[src/crt_test_pkg.sv]
/*
 * Shared types and constants for the CRT sine test pattern generator.
 * Modules refer to these by scoped name, crt_test_pkg::name.
 * Widths follow the 10-bit CRT coordinate space and the 8-bit sine table.
 */

package crt_test_pkg;

    // ========================================
    // Types
    // ========================================

    // Screen coordinate, 0..1023
    typedef logic [9:0] coord_t;

    // Sine phase index, one full period is 256 steps
    typedef logic [7:0] phase_t;

    // Table sample, 128 marks the zero crossing
    typedef logic [7:0] sine_sample_t;

    // Signed distance of a trace point from its centre line
    typedef logic signed [9:0] sine_offset_t;

    // Phosphor intensity code
    typedef logic [2:0] brightness_t;

    // ========================================
    // Pattern constants
    // ========================================

    // Zero crossing of the sine samples
    localparam sine_sample_t SINE_MIDPOINT = 8'd128;

    // Intensity of each trace
    localparam brightness_t BRIGHT_PRIMARY = 3'd7;
    localparam brightness_t BRIGHT_SECONDARY = 3'd6;

    // Phase steps per quadrant of the 256-step period
    // The quarter table holds one more entry for the peak itself
    localparam int QUARTER_DEPTH = 64;

endpackage

[src/pixel_alternator.sv]
/*
 * Output selector that interleaves the two traces.
 * The select flips on every pixel strobe, starting on the primary trace.
 * Coordinates and brightness are muxed combinationally from registers.
 */

`timescale 1ns/1ps

module pixel_alternator (
    input  logic                      i_clk,
    input  logic                      i_rst_n,
    input  logic                      i_pixel_shift,
    input  crt_test_pkg::coord_t      i_primary_x,
    input  crt_test_pkg::coord_t      i_primary_y,
    input  crt_test_pkg::coord_t      i_secondary_x,
    input  crt_test_pkg::coord_t      i_secondary_y,
    output crt_test_pkg::coord_t      o_x,
    output crt_test_pkg::coord_t      o_y,
    output crt_test_pkg::brightness_t o_brightness
);

    // Which trace is on the beam
    typedef enum logic {
        SEL_PRIMARY   = 1'b0,
        SEL_SECONDARY = 1'b1
    } trace_sel_t;

    trace_sel_t sel_q;

    // ========================================
    // Trace select toggle
    // ========================================

    always_ff @(posedge i_clk) begin
        if (!i_rst_n) begin
            sel_q <= SEL_PRIMARY;
        end else if (i_pixel_shift) begin
            sel_q <= (sel_q == SEL_PRIMARY) ? SEL_SECONDARY : SEL_PRIMARY;
        end
    end

    // Output mux, brightness follows the routed trace
    always_comb begin
        if (sel_q == SEL_SECONDARY) begin
            o_x          = i_secondary_x;
            o_y          = i_secondary_y;
            o_brightness = crt_test_pkg::BRIGHT_SECONDARY;
        end else begin
            o_x          = i_primary_x;
            o_y          = i_primary_y;
            o_brightness = crt_test_pkg::BRIGHT_PRIMARY;
        end
    end

    // Trace registers upstream only move on strobes, so idle cycles hold the beam
    a_hold_when_idle: assert property (
        @(posedge i_clk) disable iff (!i_rst_n)
        !i_pixel_shift |=> ($stable(o_x) && $stable(o_y) && $stable(o_brightness))
    ) else $error("pixel output moved without a strobe");

endmodule

[config.mk]
export PLATFORM = sky130hd
export DESIGN_NAME = pixel_alternator
export DESIGN_NICKNAME = d
export VERILOG_FILES = /design/src/crt_test_pkg.sv /design/src/pixel_alternator.sv
export SDC_FILE = /design/constraint.sdc
export NUM_CORES = 1
export LEC_CHECK = 0
export ABC_AREA = 1
export BUFFER_PORTS_ARGS = -buffer_cell sky130_fd_sc_hd__buf_2
export CAP_MARGIN = 20
export CORE_MARGIN = 10
export CORE_UTILIZATION = 23
export DETAILED_ROUTE_END_ITERATION = 7
export PLACE_DENSITY_LB_ADDON = 0.25
export SETUP_SLACK_MARGIN = 0.3
export SYNTH_ARGS = -nofsm -noshare
export SYNTH_HDL_FRONTEND = slang
export SYNTH_SLANG_ARGS = --single-unit
[constraint.sdc]
create_clock -name i_clk -period 0.95 [get_ports i_clk]
set_input_delay 0.1425 -clock i_clk [delete_from_list [all_inputs] [get_ports i_clk]]
set_output_delay 0.1425 -clock i_clk [all_outputs]
set_load 0.05 [all_outputs]
Yosys cells after proc, flatten, opt, wreduce, memory -nomap -nowiden:

Index checks and enable logic that the tools add are counted.

* memories: 0
* logic and storage cells: 5
* input bits: 43
* register bits after elaboration: 1
* bits in latches: 0
* bits in writable memories: 0
* output and inout port bits: 23
* ROM bits: 0

* bitwise gates (word level): 0
* shift-type cells: 0
* reductions and logical operators: 0
* $mul: 0
* mux-type cells: 4
* equal/unequal tests: 0
* $lt $le $gt $ge: 0
* divide/modulo/power cells: 0
* add/subtract/negate cells: 0

Operator list (count)
* $mux 10: 2
* $mux 1: 2

Depth between registers and ports, before layout:

* depth in word-level cells: 1
* mapped depth: 4
* mapped depth without buffers: 3

Worst setup path before layout:

No wires, ideal clock.

* kind: register to output
* start point: register sel_q
* end point: output o_x[0]
* data required time: 0.808 ns
* stages on the path, launching flop included: 5
* path buffers: 1
* setup slack: -0.181 ns
* arrival time: 0.988 ns
* cell sequence: dfxtp_1 inv_2 buf_6 nand2_1 nand2_1

* word-level cells in the longest chain between the ends: 1

RTL lines
* from (decl): line pixel_alternator.sv:28 `trace_sel_t sel_q;`
* from (signal assigned): line pixel_alternator.sv:38 `sel_q <= (sel_q == SEL_PRIMARY) ? SEL_SECONDARY : SEL_PRIMARY;`
* $mux 10: line pixel_alternator.sv:44 `if (sel_q == SEL_SECONDARY) begin`
* to (decl): line pixel_alternator.sv:17 `output crt_test_pkg::coord_t o_x,`

No other way between the ends.

Worst setup path after layout:

* start point: register sel_q
* end point: output o_y[1]

* word-level cells in the longest chain between the ends: 1

RTL lines
* $mux 10: line pixel_alternator.sv:44
* to (decl): line pixel_alternator.sv:18 `output crt_test_pkg::coord_t o_y,`

No other way between the ends.

==> metrics <==
status finished, violations left; failing checks negative setup slack; CP bufs+invs 3; antenna violation net count after detailed routing 0; DR vias/cell 4.38; area grow syn2layout 242%; CP Capture Type primary output; Flop pwr share 0.047; Pint 482 uW; Syn Area/Cell between 4 and 5 sq um; Setup Skew 0 ns; Starting Density 0.246; critical path fanouts, max 11; Core Box Area 0.00130 sq mm; sequential fraction of the synthesis area 0.0625; reg-to-reg endpoint sel_q; Post-synth EDFFs 0; Post-DP HPWL 1680 um; Util after Layout 0.842; worst path arrival time approximately 0.85 ns; Die H 57.3 um; first-pass GRT wire length about 3300 um; Critical Path Start Type flop; P_sw between 600 and 700 uW; R2R setup slack roughly 0.20 ns; CP peak stage delay roughly 0.34 ns; via count of the routed design approximately 660; vias in the first global route a little over 700; row count 13; # nets final 180; origin of the worst min-delay path i_rst_n; RD Place Congestion 0.648; R2R depth 4; Clock Power Share 0; cell accounting for the most synthesized area nand2_1; drt pass-1 iters 4; Largest regs sel_q: 1 flops; Max Slew Vio Count 0; most numerous cell in the Yosys netlist nand2_1; prevailing post-synth register cell dfxtp_1; Max Cap Viol 0; worst hold path class primary input to flop; drt wl/cell between 15 and 20 um; Slowest-stage cell, CP dfxtp_4; yosys warns 0; die area 0.00329 sq mm; leading post-synthesis cells by cell area nand2_1, buf_4, buf_6, dfxtp_1, nor2_1; antenna fix cells 0; Buffers on Ports 63; CP cell instances inv_4 > buf_12 > nand2_1 > nand2_4 > buf_8; insertion delay to the later sink of the worst-skew pair 0 ns; initial antenna violation count 0; Hold Buf Count CTS 0; Tmin final 0.989 ns; First DRT Iteration DRCs 11; Post-synth ARST share 0; share of layout cells above drive strength 1 0.785; Total GRT Usage 0.123; Fin. Hold Viols 0; share of the synthesized area in the top cell type 0.727; Post-Syn Area 320 sq um; pin count of the biggest net entering global routing 12; Clock Pin Slew Worst Setup and Hold Paths 0 ns; Netlist cell types 7; grt total ovfl 0; worst r2r src sel_q; period utilisation layout 1.04; Power Density 1000 mW/mm^2; sequential cell area 23.8 sq um; critical setup path kind flop to primary output; FILL cells 81; Synth Register Bits 1; RSZ-0062 raised after global routing true; Switching Share 0.561; maximum clock rate 1010 MHz; Remaining DRCs 0; cells after synthesis 73; Multi-input gate area ~450 sq um; Post-synth top cells nand2_1, buf_4, buf_6, nor2_1; P_leak 0.596 nW; delay-heaviest family, CP flip-flops; Largest register FFs 1; final setup fails 19; Largest Register sel_q; Final Hold Slack 0.368 ns; Hold Path Depth 3; maximum VDD drop roughly 0.00053 V; Ports 66; final worst slack -0.0393 ns; DRT Wirelength 2260 um; Chip Width approximately 57 um; Critical Path RT approximately 0.81 ns; Combinational Power Share 0.953; dpl ws -0.136 ns; Hold EP sel_q
[placed cells by master, fill, tap and decap left out]
master,Yosys,routed
nand2_1,62,26
nand2_8,0,1
nor2_1,2,1
dfxtp_4,0,1
nand2_4,0,20
buf_2,0,42
nand2_2,0,15
nor2_2,0,1
inv_4,0,1
buf_12,0,3
buf_6,2,2
conb_1,1,2
buf_8,0,20
[kinds of logic after synthesis]
group | count (synthesis) | share of synthesized area
AND/OR/NAND/NOR | 64 | 0.750
buffers and inverters | 7 | 0.176
flip-flops | 1 | 0.0625
other | 1 | 0.0117
[worst min-delay path: stages]
cell and delay [ns]:
buf_2 0.10, nand2_1 0.05, nor2_1 0.03
[final cells by class]
class,instances,share of cell area
timing repair buffer,67,0.541
multi-input combinational,66,0.414
tap,15,0.0171
sequential,1,0.0217
inverter,1,0.00571
[metal layers]
layer,up-vias,share of wire,global-route usage
met1,284,0.32,0.107
li1,335,-,-
met5,-,0,0
met4,0,0.023,0.0268
met3,4,0.066,0.0288
met2,34,0.59,0.267
[power by group through the flow]
stage | clock network, mW | registers (mW) | logic [mW]
after floorplan | 0 | 0.0508 | 0.610
after global placement | 0 | 0.0496 | 0.795
after detailed placement | 0 | 0.0498 | 0.807
after CTS | 0 | 0.0513 | 1.04
after global routing | 0 | 0.0520 | 1.09
final | 0 | 0.0514 | 1.05
[timing repair]
action / in CTS / in global routing
pin swaps: 1 / 0
setup buffers: 0 / 0
endpoints found under the setup margin: 22 / 22
gates resized for setup: 72 / 2
[stage by stage]
stage                     power, mW  instance area, sq um  instances  setup TNS [ns]
final                          1.10                  1100        150          -0.386
after global routing           1.14                  1100        150          -0.998
after CTS                      1.09                  1090        150          -0.339
after detailed placement      0.857                   853        150           -2.34
after global placement        0.844                   853        150           -2.04
after floorplan               0.660                   526         74               0
[worst max path at each step]
stage / cells after the start / slack [ns] / from / to
after CTS: 5 / -0.03 / sel_q / o_y[3]
final: 5 / -0.04 / sel_q / o_y[1]
after global placement: 5 / -0.12 / sel_q / o_x[7]
after global routing: 5 / -0.06 / sel_q / o_x[2]
after floorplan: 4 / 0.01 / sel_q / o_x[0]
after detailed placement: 5 / -0.14 / sel_q / o_x[7]
(Power assumes the default switching activity.)
