--- src/crt_test_pkg.sv ---
/*
 * Shared types and constants for the CRT sine test pattern generator.
 * Modules refer to these by scoped name, crt_test_pkg::name.
 * Widths follow the 10-bit CRT coordinate space and the 8-bit sine table.
 */

package crt_test_pkg;

    // ========================================
    // Types
    // ========================================

    // Screen coordinate, 0..1023
    typedef logic [9:0] coord_t;

    // Sine phase index, one full period is 256 steps
    typedef logic [7:0] phase_t;

    // Table sample, 128 marks the zero crossing
    typedef logic [7:0] sine_sample_t;

    // Signed distance of a trace point from its centre line
    typedef logic signed [9:0] sine_offset_t;

    // Phosphor intensity code
    typedef logic [2:0] brightness_t;

    // ========================================
    // Pattern constants
    // ========================================

    // Zero crossing of the sine samples
    localparam sine_sample_t SINE_MIDPOINT = 8'd128;

    // Intensity of each trace
    localparam brightness_t BRIGHT_PRIMARY = 3'd7;
    localparam brightness_t BRIGHT_SECONDARY = 3'd6;

    // Phase steps per quadrant of the 256-step period
    // The quarter table holds one more entry for the peak itself
    localparam int QUARTER_DEPTH = 64;

endpackage

--- src/wave_coord_stage.sv ---
/*
 * Coordinate registers of one sine trace.
 * On each advance Y takes the sweep, the offset takes sample - 128,
 * and X takes centre plus the previous offset.
 */

`timescale 1ns/1ps

module wave_coord_stage #(
    parameter crt_test_pkg::coord_t CENTER = 10'd512
) (
    input  logic                       i_clk,
    input  logic                       i_rst_n,
    input  logic                       i_advance,
    input  crt_test_pkg::sine_sample_t i_sample,
    input  crt_test_pkg::coord_t       i_sweep,
    output crt_test_pkg::coord_t       o_x,
    output crt_test_pkg::coord_t       o_y
);

    // Signed distance from the centre line, -128..127
    crt_test_pkg::sine_offset_t offset_q;
    crt_test_pkg::sine_offset_t offset_next;
    crt_test_pkg::coord_t       x_q;
    crt_test_pkg::coord_t       y_q;

    // Zero-extend the sample, then remove the midpoint
    assign offset_next = crt_test_pkg::sine_offset_t'({2'b00, i_sample})
                       - crt_test_pkg::sine_offset_t'({2'b00, crt_test_pkg::SINE_MIDPOINT});

    // ========================================
    // Two-step coordinate pipeline
    // ========================================

    always_ff @(posedge i_clk) begin
        if (!i_rst_n) begin
            offset_q <= '0;
            x_q      <= CENTER;
            y_q      <= '0;
        end else if (i_advance) begin
            y_q      <= i_sweep;
            offset_q <= offset_next;
            // Two's complement add, negative offsets wrap back below centre
            x_q      <= CENTER + crt_test_pkg::coord_t'(offset_q);
        end
    end

    assign o_x = x_q;
    assign o_y = y_q;

    // X band is set by the ROM range together with this stage's centre
    a_x_in_band: assert property (
        @(posedge i_clk) disable iff (!i_rst_n)
        (int'(o_x) >= int'(CENTER) - 128) && (int'(o_x) <= int'(CENTER) + 127)
    ) else $error("X %0d outside band around centre %0d", o_x, CENTER);

endmodule

--- config.mk ---
export PLATFORM = sky130hd
export DESIGN_NAME = wave_coord_stage
export DESIGN_NICKNAME = d
export VERILOG_FILES = /design/src/crt_test_pkg.sv /design/src/wave_coord_stage.sv
export SDC_FILE = /design/constraint.sdc
export NUM_CORES = 1
export LEC_CHECK = 0
export BUFFER_PORTS_ARGS = -buffer_cell sky130_fd_sc_hd__buf_4
export CAP_MARGIN = 0
export CORE_UTILIZATION = 45
export CTS_BUF_LIST = sky130_fd_sc_hd__clkbuf_2 sky130_fd_sc_hd__clkbuf_4 sky130_fd_sc_hd__clkbuf_8
export DETAILED_ROUTE_END_ITERATION = 10
export GPL_TIMING_DRIVEN = 1
export PLACE_DENSITY = 0.72
export SLEW_MARGIN = 20
export SYNTH_ARGS = -nofsm -noshare
export SYNTH_HDL_FRONTEND = slang
export SYNTH_SLANG_ARGS = --single-unit
--- constraint.sdc ---
create_clock -name i_clk -period 1.8 [get_ports i_clk]
set_input_delay 0.09 -clock i_clk [delete_from_list [all_inputs] [get_ports i_clk]]
set_output_delay 0.09 -clock i_clk [all_outputs]
set_load 0.02 [all_outputs]
* Word-level counts from Yosys, hierarchy flattened
Cells that the tools add are included.
** Operators by class
- Add/subtract/negate cells :: 2
- Multiply operators :: 0
- Divide/modulo/power cells :: 0
- Order comparisons :: 0
- Eq/ne operators :: 0
- Shifts and indexed selects :: 0
- Muxes and demuxes :: 0
- Bitwise operators :: 0
- Reduce and logical (&&, ||, !) cells :: 0
** Operators with widths (count)
- 10-bit adder (first input constant) :: 1
- 8-bit by 8-bit subtractor with 9-bit output (second input constant) :: 1
** Word-level totals
- Flip-flop bits (word level) :: 30
- Latch bits :: 0
- Bits in writable memories :: 0
- ROM bits :: 0
- Input bits :: 21
- Logic and storage cells :: 5
- Memories :: 0

* Logic depth before layout (Yosys ltp)
- Word-level depth :: 1
- Depth in mapped cells :: 4
- Gate-level depth less buffers :: 2

* Least setup slack after synthesis
OpenSTA, ideal clock, no wires.
- Path type :: reg-to-reg
- Start :: reg, netlist name o_x[8]
- End :: reg x_q[8], in the netlist o_x[8]
- Arrival :: 656 ps
- Required time :: 1685 ps
- Slack :: 1029 ps
- Stages on the path, launching flop included :: 3
- Buffers on the path :: 0
- Cells stage by stage :: dfxtp_1 > nor2b_1 > o21a_1
** RTL lines
- end signal, assigned :: line wave_coord_stage.sv:44 : x_q <= CENTER + crt_test_pkg::coord_t'(offset_q);
- end, declared :: line wave_coord_stage.sv:24 : crt_test_pkg::coord_t x_q;

* Final worst setup path
- Start :: reg x_q[8], in the netlist o_x[8]
- End :: out o_x[8]
** RTL lines
- end, declared :: line wave_coord_stage.sv:17 : output crt_test_pkg::coord_t o_x,
No word-level cell between the ends.

==> flow_summary.yaml <==
route:
  drcViolationCount: 0
  vias: 693
  wirelength_um: 1620
  ant_nets: 0
  dr.pass1.iters: 2
  drtIter0Drc: 5
  post_drt_wl_per_cell_um: 10.6
  viasPerCell: 4.53
cts:
  cts.path.max_buffers: 2
  post_cts_buffers: 0
  numCtsBuffers: 3
  cts.clk_slew.worst_paths_ps: 130
  cts_tree: "yes"
  cts_root_buf: "clkbuf_4"
  insertion_delay_ps: 300
  cts_resized: 0
  holdBufCountCts: 0
  cts-htree-levels: 1
  cts.sinks: 27
timing:
  tns_ps: 0
  slew_headroom_pct: 71.0
  hold_violations: 0
  tightest_slew_ps: 434
  setup_viol: 0
  fin_skew_ps: 0.926
  clock.fmax_ghz: 1.08
  report.final.slew_viol_count: 0
  period_needed_ps: 926
  period_share_pct: 51.5
  finalWorstSetupSlack_ps: 874
  rsz0062_at_grt: "no"
setup_path:
  path_class: "reg2out"
  worst_path_dominant_cell_family: "flip-flops"
  worstPathArrival_ps: 840
  crit_path_max_incr_delay_ps: 380
  critical_path.endpoint_type: "primary output"
  critPathSlowestCell: "dfxtp_1"
  required_ps: 1710
  crit_chain: "buf_4"
  crit_buf_inv: 1
  critPathMaxFanout: 3
  worstSetupStartpointType: "register"
cells_and_area:
  final_core_util_pct: 65.6
  fin_nets: 148
  diodes: 0
  final_cell_mix: "40 x buf_4, 27 x dfxtp_1, 25 x nor2b_1"
  stdcell_count: 153
  multi_input_area_sq_um: 435
  drive_above_1_share_pct: 35.7
  regArea_sq_um: 541
  syn_to_final_growth_pct: 30.8
  final_common_cell: "buf_4"
  fillers: 178
logic_synthesis:
  synth.top_cell.area_share_pct: 52.7
  syn_area_sq_mm: 0.00102
  synth_area_leaders: "dfxtp_1 53%, mux2i_1 23%, nor2b_1 15%"
  synth_cell_types: 13
  ys_ff_latch: 27
  synth_seq_area_share_pct: 52.7
  async_flop_share_pct: 0
  synth_edf_count: 0
  syn_area_per_cell_sq_um: 11.6
  synth_cells: 88
  synthFlopType: "dfxtp_1"
  syn-num-nets: 109
  synth_largest_area_cell: "dfxtp_1"
  ys_warn_count: 0
placed_design:
  dp_hpwl_um: 1130
  gp_congestion: 0.645
  dp_cells: 149
  io_buffers: 40
  post-place-ws_ps: 908
power_and_ir_drop:
  power_density_mw_per_mm2: 800
  switching_share_pct: 23.1
  power_leakage_uw: 0.000644
  switchingPower_uw: 248
  p_seq_share_pct: 60.1
  comb_power_share_pct: 15.7
  intPower_uw: 824
  vdd.ir_drop.worst_v: 0.000557
  clockPowerShare_pct: 24.1
min_path:
  hold_path.class: "in2reg"
grt:
  grt_antenna_before_repair: 0
  grt_use_total_pct: 14.6
  gr-total-overflow: 0
  grt_max_degree: 30
  grt_pass1_vias: 658
  grt_first_pass_wirelength_um: 2750
flow_run:
  maxCapViolCount: 0
floorplan:
  io_pins: 41
  die_w_um: 49.7
  fp.dieH_um: 49.7
  initial_core_util_pct: 50.2
  fp-row-count: 16
  die_area_sq_mm: 0.00247
  core_sq_mm: 0.00204
run_status:
  status: "completed"
-- Yosys cell counts, types with 2 or more instances --
library cell  instances
clkbuf_1              2
nor2b_1              25
mux2i_1              24
dfxtp_1              27
buf_4                 2
-- cells by family (layout without fill, tap and decap cells) --
| kind of cell | after synthesis | count (layout) | synth area share, % |
|---|---|---|---|
| and+or+nand+nor | 28 | 28 | 16.8 |
| DFF | 27 | 27 | 52.7 |
| muxes | 24 | 24 | 23.4 |
| buffers and inverters | 6 | 44 | 4.76 |
| AOI/OAI and AO/OA | 3 | 3 | 2.20 |
-- path summary, 6_finish.rpt --
| kind | slack (ps) | startpoint | to | depth (start not counted) |
|---|---|---|---|---|
| setup / recovery | 870 | o_x[8]$_SDFFE_PN0P_ | o_x[8] | 1 |
| hold / removal | 30 | i_sample[7] | offset_q[7]$_SDFFE_PN0P_ | 3 |
| setup reg to reg | 1060 | o_x[8]$_SDFFE_PN0P_ | o_x[8]$_SDFFE_PN0P_ | 2 |
| hold reg to reg | 510 | offset_q[7]$_SDFFE_PN0P_ | offset_q[7]$_SDFFE_PN0P_ | 1 |
-- flip-flops by register name, indices dropped and copies added (netlist names) --
signal    count
o_y          10
offset_q      8
o_x           9
-- through the flow --
step | cell area [sq um] | power, uW | hold slack [ps]
floorplan | 1020 | 760 | 218
global placement | 1310 | 825 | 346
detailed placement | 1310 | 829 | 354
CTS | 1340 | 1090 | 13.2
global route | 1340 | 1140 | 9.40
finish | 1340 | 1070 | 26.1
-- layer usage --
layer | global-route usage [%] | wire length, um | up-vias
li1 | - | - | 366
met1 | 17.5 | 764 | 304
met2 | 24.8 | 764 | 23
met3 | 3.70 | 93 | 0
met4 | 5.71 | 0 | 0
met5 | 0 | 0 | -
-- final cells by class --
cell class / instances / share of cell area, %
multi-input combinational: 55 / 32.5
tap: 27 / 2.52
timing repair buffer: 40 / 22.4
clock buffer: 4 / 2.24
sequential: 27 / 40.3
-- power groups by stage --
stage                     logic [uW]  clock network [uW]  registers [uW]
after global placement           168                   0             657
final                            169                 259             645
after CTS                        171                 274             645
after detailed placement         171                   0             658
after global routing             182                 305             649
after floorplan                 78.5                   0             681
No activity file was read; power rests on OpenSTA's default activity.
