### src/crt_test_pkg.sv
/*
 * Shared types and constants for the CRT sine test pattern generator.
 * Modules refer to these by scoped name, crt_test_pkg::name.
 * Widths follow the 10-bit CRT coordinate space and the 8-bit sine table.
 */

package crt_test_pkg;

    // ========================================
    // Types
    // ========================================

    // Screen coordinate, 0..1023
    typedef logic [9:0] coord_t;

    // Sine phase index, one full period is 256 steps
    typedef logic [7:0] phase_t;

    // Table sample, 128 marks the zero crossing
    typedef logic [7:0] sine_sample_t;

    // Signed distance of a trace point from its centre line
    typedef logic signed [9:0] sine_offset_t;

    // Phosphor intensity code
    typedef logic [2:0] brightness_t;

    // ========================================
    // Pattern constants
    // ========================================

    // Zero crossing of the sine samples
    localparam sine_sample_t SINE_MIDPOINT = 8'd128;

    // Intensity of each trace
    localparam brightness_t BRIGHT_PRIMARY = 3'd7;
    localparam brightness_t BRIGHT_SECONDARY = 3'd6;

    // Phase steps per quadrant of the 256-step period
    // The quarter table holds one more entry for the peak itself
    localparam int QUARTER_DEPTH = 64;

endpackage

### src/wave_phase_gen.sv
/*
 * Strobe divider, sweep counter and phase accumulator of one sine trace.
 * o_advance marks the strobes on which the trace moves one step.
 * RATE_LOG2 = 0 moves on every strobe, RATE_LOG2 = 2 on every fourth.
 */

`timescale 1ns/1ps

module wave_phase_gen #(
    parameter int PHASE_STEP = 4,
    parameter int RATE_LOG2  = 0
) (
    input  logic                 i_clk,
    input  logic                 i_rst_n,
    input  logic                 i_pixel_shift,
    output logic                 o_advance,
    output crt_test_pkg::phase_t o_phase,
    output crt_test_pkg::coord_t o_sweep
);

    // Divider needs at least one bit even when it never counts
    localparam int DIV_W = (RATE_LOG2 > 0) ? RATE_LOG2 : 1;
    // Terminal count of the divider
    localparam logic [DIV_W-1:0] DIV_LAST = DIV_W'((1 << RATE_LOG2) - 1);

    logic [DIV_W-1:0]     div_q;
    crt_test_pkg::phase_t phase_q;
    crt_test_pkg::coord_t sweep_q;

    // Same-cycle advance on the strobe that hits terminal count
    assign o_advance = i_pixel_shift && (div_q == DIV_LAST);

    // ========================================
    // Divider and trace counters
    // ========================================

    always_ff @(posedge i_clk) begin
        if (!i_rst_n) begin
            div_q   <= '0;
            phase_q <= '0;
            sweep_q <= '0;
        end else begin
            if (i_pixel_shift) begin
                if (div_q == DIV_LAST) begin
                    div_q <= '0;
                end else begin
                    div_q <= div_q + 1'b1;
                end
            end
            // Sweep wraps at 1024, phase wraps at 256
            if (o_advance) begin
                sweep_q <= sweep_q + 1'b1;
                phase_q <= phase_q + crt_test_pkg::phase_t'(PHASE_STEP);
            end
        end
    end

    assign o_phase = phase_q;
    assign o_sweep = sweep_q;

    // Trace can only move on a display strobe
    a_advance_on_strobe: assert property (
        @(posedge i_clk) disable iff (!i_rst_n)
        o_advance |-> i_pixel_shift
    ) else $error("advance without pixel strobe");

endmodule

### config.mk
export PLATFORM = sky130hd
export DESIGN_NAME = wave_phase_gen
export DESIGN_NICKNAME = d
export VERILOG_FILES = /design/src/crt_test_pkg.sv /design/src/wave_phase_gen.sv
export SDC_FILE = /design/constraint.sdc
export NUM_CORES = 1
export LEC_CHECK = 0
export ABC_AREA = 1
export BUFFER_PORTS_ARGS = -buffer_cell sky130_fd_sc_hd__buf_2
export CAP_MARGIN = 20
export CORE_MARGIN = 10
export CORE_UTILIZATION = 49
export CTS_CLUSTER_SIZE = 28
export DETAILED_ROUTE_END_ITERATION = 10
export PLACE_DENSITY = 0.83
export SETUP_SLACK_MARGIN = 0.2
export SYNTH_ARGS = -nofsm -noshare
export SYNTH_HDL_FRONTEND = slang
export SYNTH_SLANG_ARGS = --single-unit
### constraint.sdc
create_clock -name i_clk -period 1.45 [get_ports i_clk]
set_input_delay 0.29 -clock i_clk [delete_from_list [all_inputs] [get_ports i_clk]]
set_output_delay 0.29 -clock i_clk [all_outputs]
set_load 0.05 [all_outputs]
# Word-level counts from Yosys, hierarchy flattened
# Index checks and enable logic that the tools add are counted.
# totals
register_bits	19
input_bits	3
output_inout_bits	19
word_cells	9
# classes
addsub	3
muxes	1
n_bitwise	1
reduce_logical	1
# op_table
operator	n
$add 10x1->10 const B	1
$add 8x3->8 const B	1
$add 1x1->1 const B	1
$logic_and 1x1->1	1
$mux 1	1
$not 1->1	1

# Depth between registers and ports, before layout
# depth
ltp_word	2
depth_mapped	6
ltp_nobuf	6

# Least setup slack after synthesis
# No wires, ideal clock.
# synth_timing
kind	reg-to-reg
from	register sweep_q[0] (netlist: o_sweep[0])
to	register sweep_q[6] (netlist: o_sweep[6])
t_arrival_ps	1319
setup_slack_ps	14
path_stages_with_launch	7
path_buffers	0
path_cell_list	dfxtp_1 -> ha_1 -> nand2_1 -> nor2_4 -> nand3_1 -> nand2_1 -> nor2_1
# synth_via
elab_chain_cells	1
# synth_lines
element	line	text
from (decl)	wave_phase_gen.sv:28	crt_test_pkg::coord_t sweep_q;
from (signal assigned)	wave_phase_gen.sv:52	sweep_q <= sweep_q + 1'b1;
$add 10x1->10	wave_phase_gen.sv:52	
# Every way passes these cells.
# A chain may end at the register's enable or synchronous reset.

# Worst setup path after layout
# layout_timing
from	register sweep_q[3] (netlist: o_sweep[3])
to	output o_sweep[3]
# layout_rtl
element	line	text
to (decl)	wave_phase_gen.sv:18	output crt_test_pkg::coord_t o_sweep
# No word-level cell between the ends.

==> impl_metrics.py <==
metrics = {
    "run_status": {
        "status": "finished clean",
    },
    "timing": {
        "timing.hold.ws_ns": 0.339,
        "fin_crit_sh_pct": 83.1,
        "finalClockSkew_ns": 0.00384,
        "final_max_slew_viol_count": 0,
        "rsz0062_at_grt": "true",
        "setup_slack_ns": 0.245,
        "period_needed_ns": 1.21,
        "hold_viol_final": 0,
        "tns_ns": 0,
        "setup_violations": 0,
        "max_freq_mhz": 830,
    },
    "detailed_routing": {
        "first_pass_iters": 2,
        "drc": 0,
        "viasPerCell": 4.91,
        "vias": 678,
        "drt-total-wl_um": 1600,
        "wire_per_inst_um": 11.6,
        "ant_nets": 0,
        "drt_iter0_drc": 8,
    },
    "final_layout": {
        "multiInputGateArea_um2": 417,
        "syn2layout_area_growth_pct": 20.2,
        "n_antenna_cell": 0,
        "mostFrequentLayoutCell": "nor2_1",
        "nets": 128,
        "fillers": 131,
        "seq_area_um2": 334,
        "layout-drive-gt1-share_pct": 38.5,
        "mostFrequentLayoutCells": "nor2_1, nand2_1, dfxtp_2",
    },
    "worst_setup_path": {
        "path_buf_inv": 1,
        "cp.required_ns": 1.16,
        "path_cells": "clkbuf_4",
        "cp_top_family": "flip-flops",
        "crit_fanout": 6,
        "critPathKind": "reg2out",
        "cp-end-kind": "output pin",
        "critPathArrivalTime_ns": 0.92,
        "cpMaxStageDelayCell": "dfxtp_2",
        "max_stage_delay_ns": 0.39,
        "start_kind": "flip-flop",
    },
    "global_route": {
        "antenna_found_initial": 0,
        "grt_start_max_net_pins": 15,
        "track_usage_pct": 8.96,
        "grt_pass1_vias": 587,
        "grt_pass1_wl_um": 2540,
        "grt_overflow": 0,
    },
    "clock_network": {
        "cts_tree": "yes",
        "clock_path_buffers": 2,
        "cts_made_buffers": 3,
        "clk_pin_slew_worst_paths_ns": 0.09,
        "root_buffer": "clkbuf_4",
        "clk_latency_ns": 0.28,
        "ctsHoldBuffers": 0,
        "postCtsSetupBuffers": 0,
        "cts.sinks": 16,
        "htree_levels": 1,
    },
    "synth": {
        "synth_cell_types": 22,
        "synth_xor_area_share_pct": 1.09,
        "synth_compound_area_share_pct": 9.32,
        "synth_fa_ha_area_share_pct": 3.11,
        "synthSimpleGateAreaFrac_pct": 37.3,
        "yosysWarnings": 0,
        "synth_top_area_share_pct": 39.8,
        "netlist_instances": 103,
        "synth_area_um2": 806,
        "synth.avg_cell_area_um2": 7.82,
        "synth_top_family_by_area": "simple AND/OR/NAND/NOR gates",
        "synth_area_leaders": "dfxtp_1, nor2_1, nand2_1",
        "yosys.area.top_type": "dfxtp_1",
        "synth-seq-cells": 16,
        "seq_area_frac_synth_pct": 39.8,
        "synthMuxAreaShare_pct": 0,
    },
    "die": {
        "start_util_pct": 52.9,
        "num_rows": 14,
        "core_um2": 1520,
        "dieArea_um2": 3670,
        "io_pins": 22,
        "die_y_um": 60.6,
        "die_w_um": 60.6,
    },
    "pwr": {
        "ir_worst_vdd_uv": 613,
        "intPower_mw": 0.633,
        "leakagePower_nw": 0.416,
        "comb_power_share_pct": 13.5,
        "powerDensity_nw_per_um2": 903,
        "seqPwrFrac_pct": 53.3,
        "pwr-share-clk_pct": 33.2,
        "swShare_pct": 27.6,
        "power_switching_mw": 0.241,
    },
    "flow_run": {
        "cap_violations": 0,
    },
    "place": {
        "pre_cts_slack_ns": 0.274,
        "hpwl_um": 1230,
        "gp_congestion": 0.772,
        "port_buffers": 19,
    },
    "hold_path": {
        "hp-class": "in2reg",
    },
}
==> kinds of logic (layout without fill, tap and decap cells) <==
logic type	count (synthesis)	count (layout)
buffers and inverters	14	32
adders and majority gates	2	2
and+or+nand+nor	54	54
DFF	16	16
AOI/OAI and AO/OA	15	15
xor gates and xnor gates	1	1
other	1	2
==> Yosys cell counts <==
cell     count
conb_1       1
nor2_1      17
nor3_1       3
nor2_4       4
xnor2_1      1
nand2_2      1
nor3_2       1
inv_1        8
a21oi_1     10
nand3_1      7
nand3_4      2
ha_1         2
nand2_1     15
dfxtp_1     16
nand3_2      1
buf_4        3
nand2_4      1
buf_6        1
o21ai_0      5
nor2_2       2
inv_2        1
buf_2        1
==> worst paths after layout <==
check / start / endpoint / slack (ns) / cells past startpoint
max reg2reg: o_sweep[0]$_SDFFE_PN0P_ / o_sweep[6]$_SDFFE_PN0P_ / 0.34 / 6
min reg2reg: o_sweep[0]$_SDFFE_PN0P_ / o_sweep[0]$_SDFFE_PN0P_ / 0.49 / 1
max: o_sweep[3]$_SDFFE_PN0P_ / o_sweep[3] / 0.24 / 1
min: i_rst_n / o_sweep[6]$_SDFFE_PN0P_ / 0.34 / 3
==> routing by layer <==
layer  track usage, %  routed length [um]  vias up
li1                 -                   -      366
met1             9.64                 672      296
met2             14.7                 775       14
met3             4.38                 136        2
met4             3.76                  20        0
met5                0                   0        -
==> per-stage QoR <==
step | area, um^2 | total power, mW | utilization [%] | instances
floorplan | 821 | 0.576 | - | 104
global placement | 897 | 0.588 | 58.9 | 134
detailed placement | 897 | 0.591 | 58.9 | 134
CTS | 943 | 0.886 | 61.9 | 138
global route | 968 | 0.922 | 63.5 | 138
finish | 968 | 0.874 | 63.5 | 138
==> registers in the layout, indices dropped and copies added (netlist names) <==
register and cells:
o_phase 6, o_sweep 10
==> final cells by class <==
class	count	area share, %
repair buffers	19	13.2
clock buffers	4	3.75
multi-input cells	74	43.0
well taps	16	2.07
flip-flops and latches	16	34.5
inverters	9	3.49
==> power groups by stage <==
| stage | clock network [mW] | registers [mW] | logic, mW |
|---|---|---|---|
| floorplan | 0 | 0.513 | 0.0631 |
| global placement | 0 | 0.476 | 0.113 |
| detailed placement | 0 | 0.476 | 0.115 |
| CTS | 0.303 | 0.466 | 0.117 |
| global route | 0.325 | 0.468 | 0.129 |
| finish | 0.290 | 0.466 | 0.118 |
==> what timing repair did <==
item,4_1_cts,5_1_grt
gates resized for setup,4,14
setup endpoints to repair,4,11
hold endpoints to repair,0,0
(Power assumes the default switching activity.)
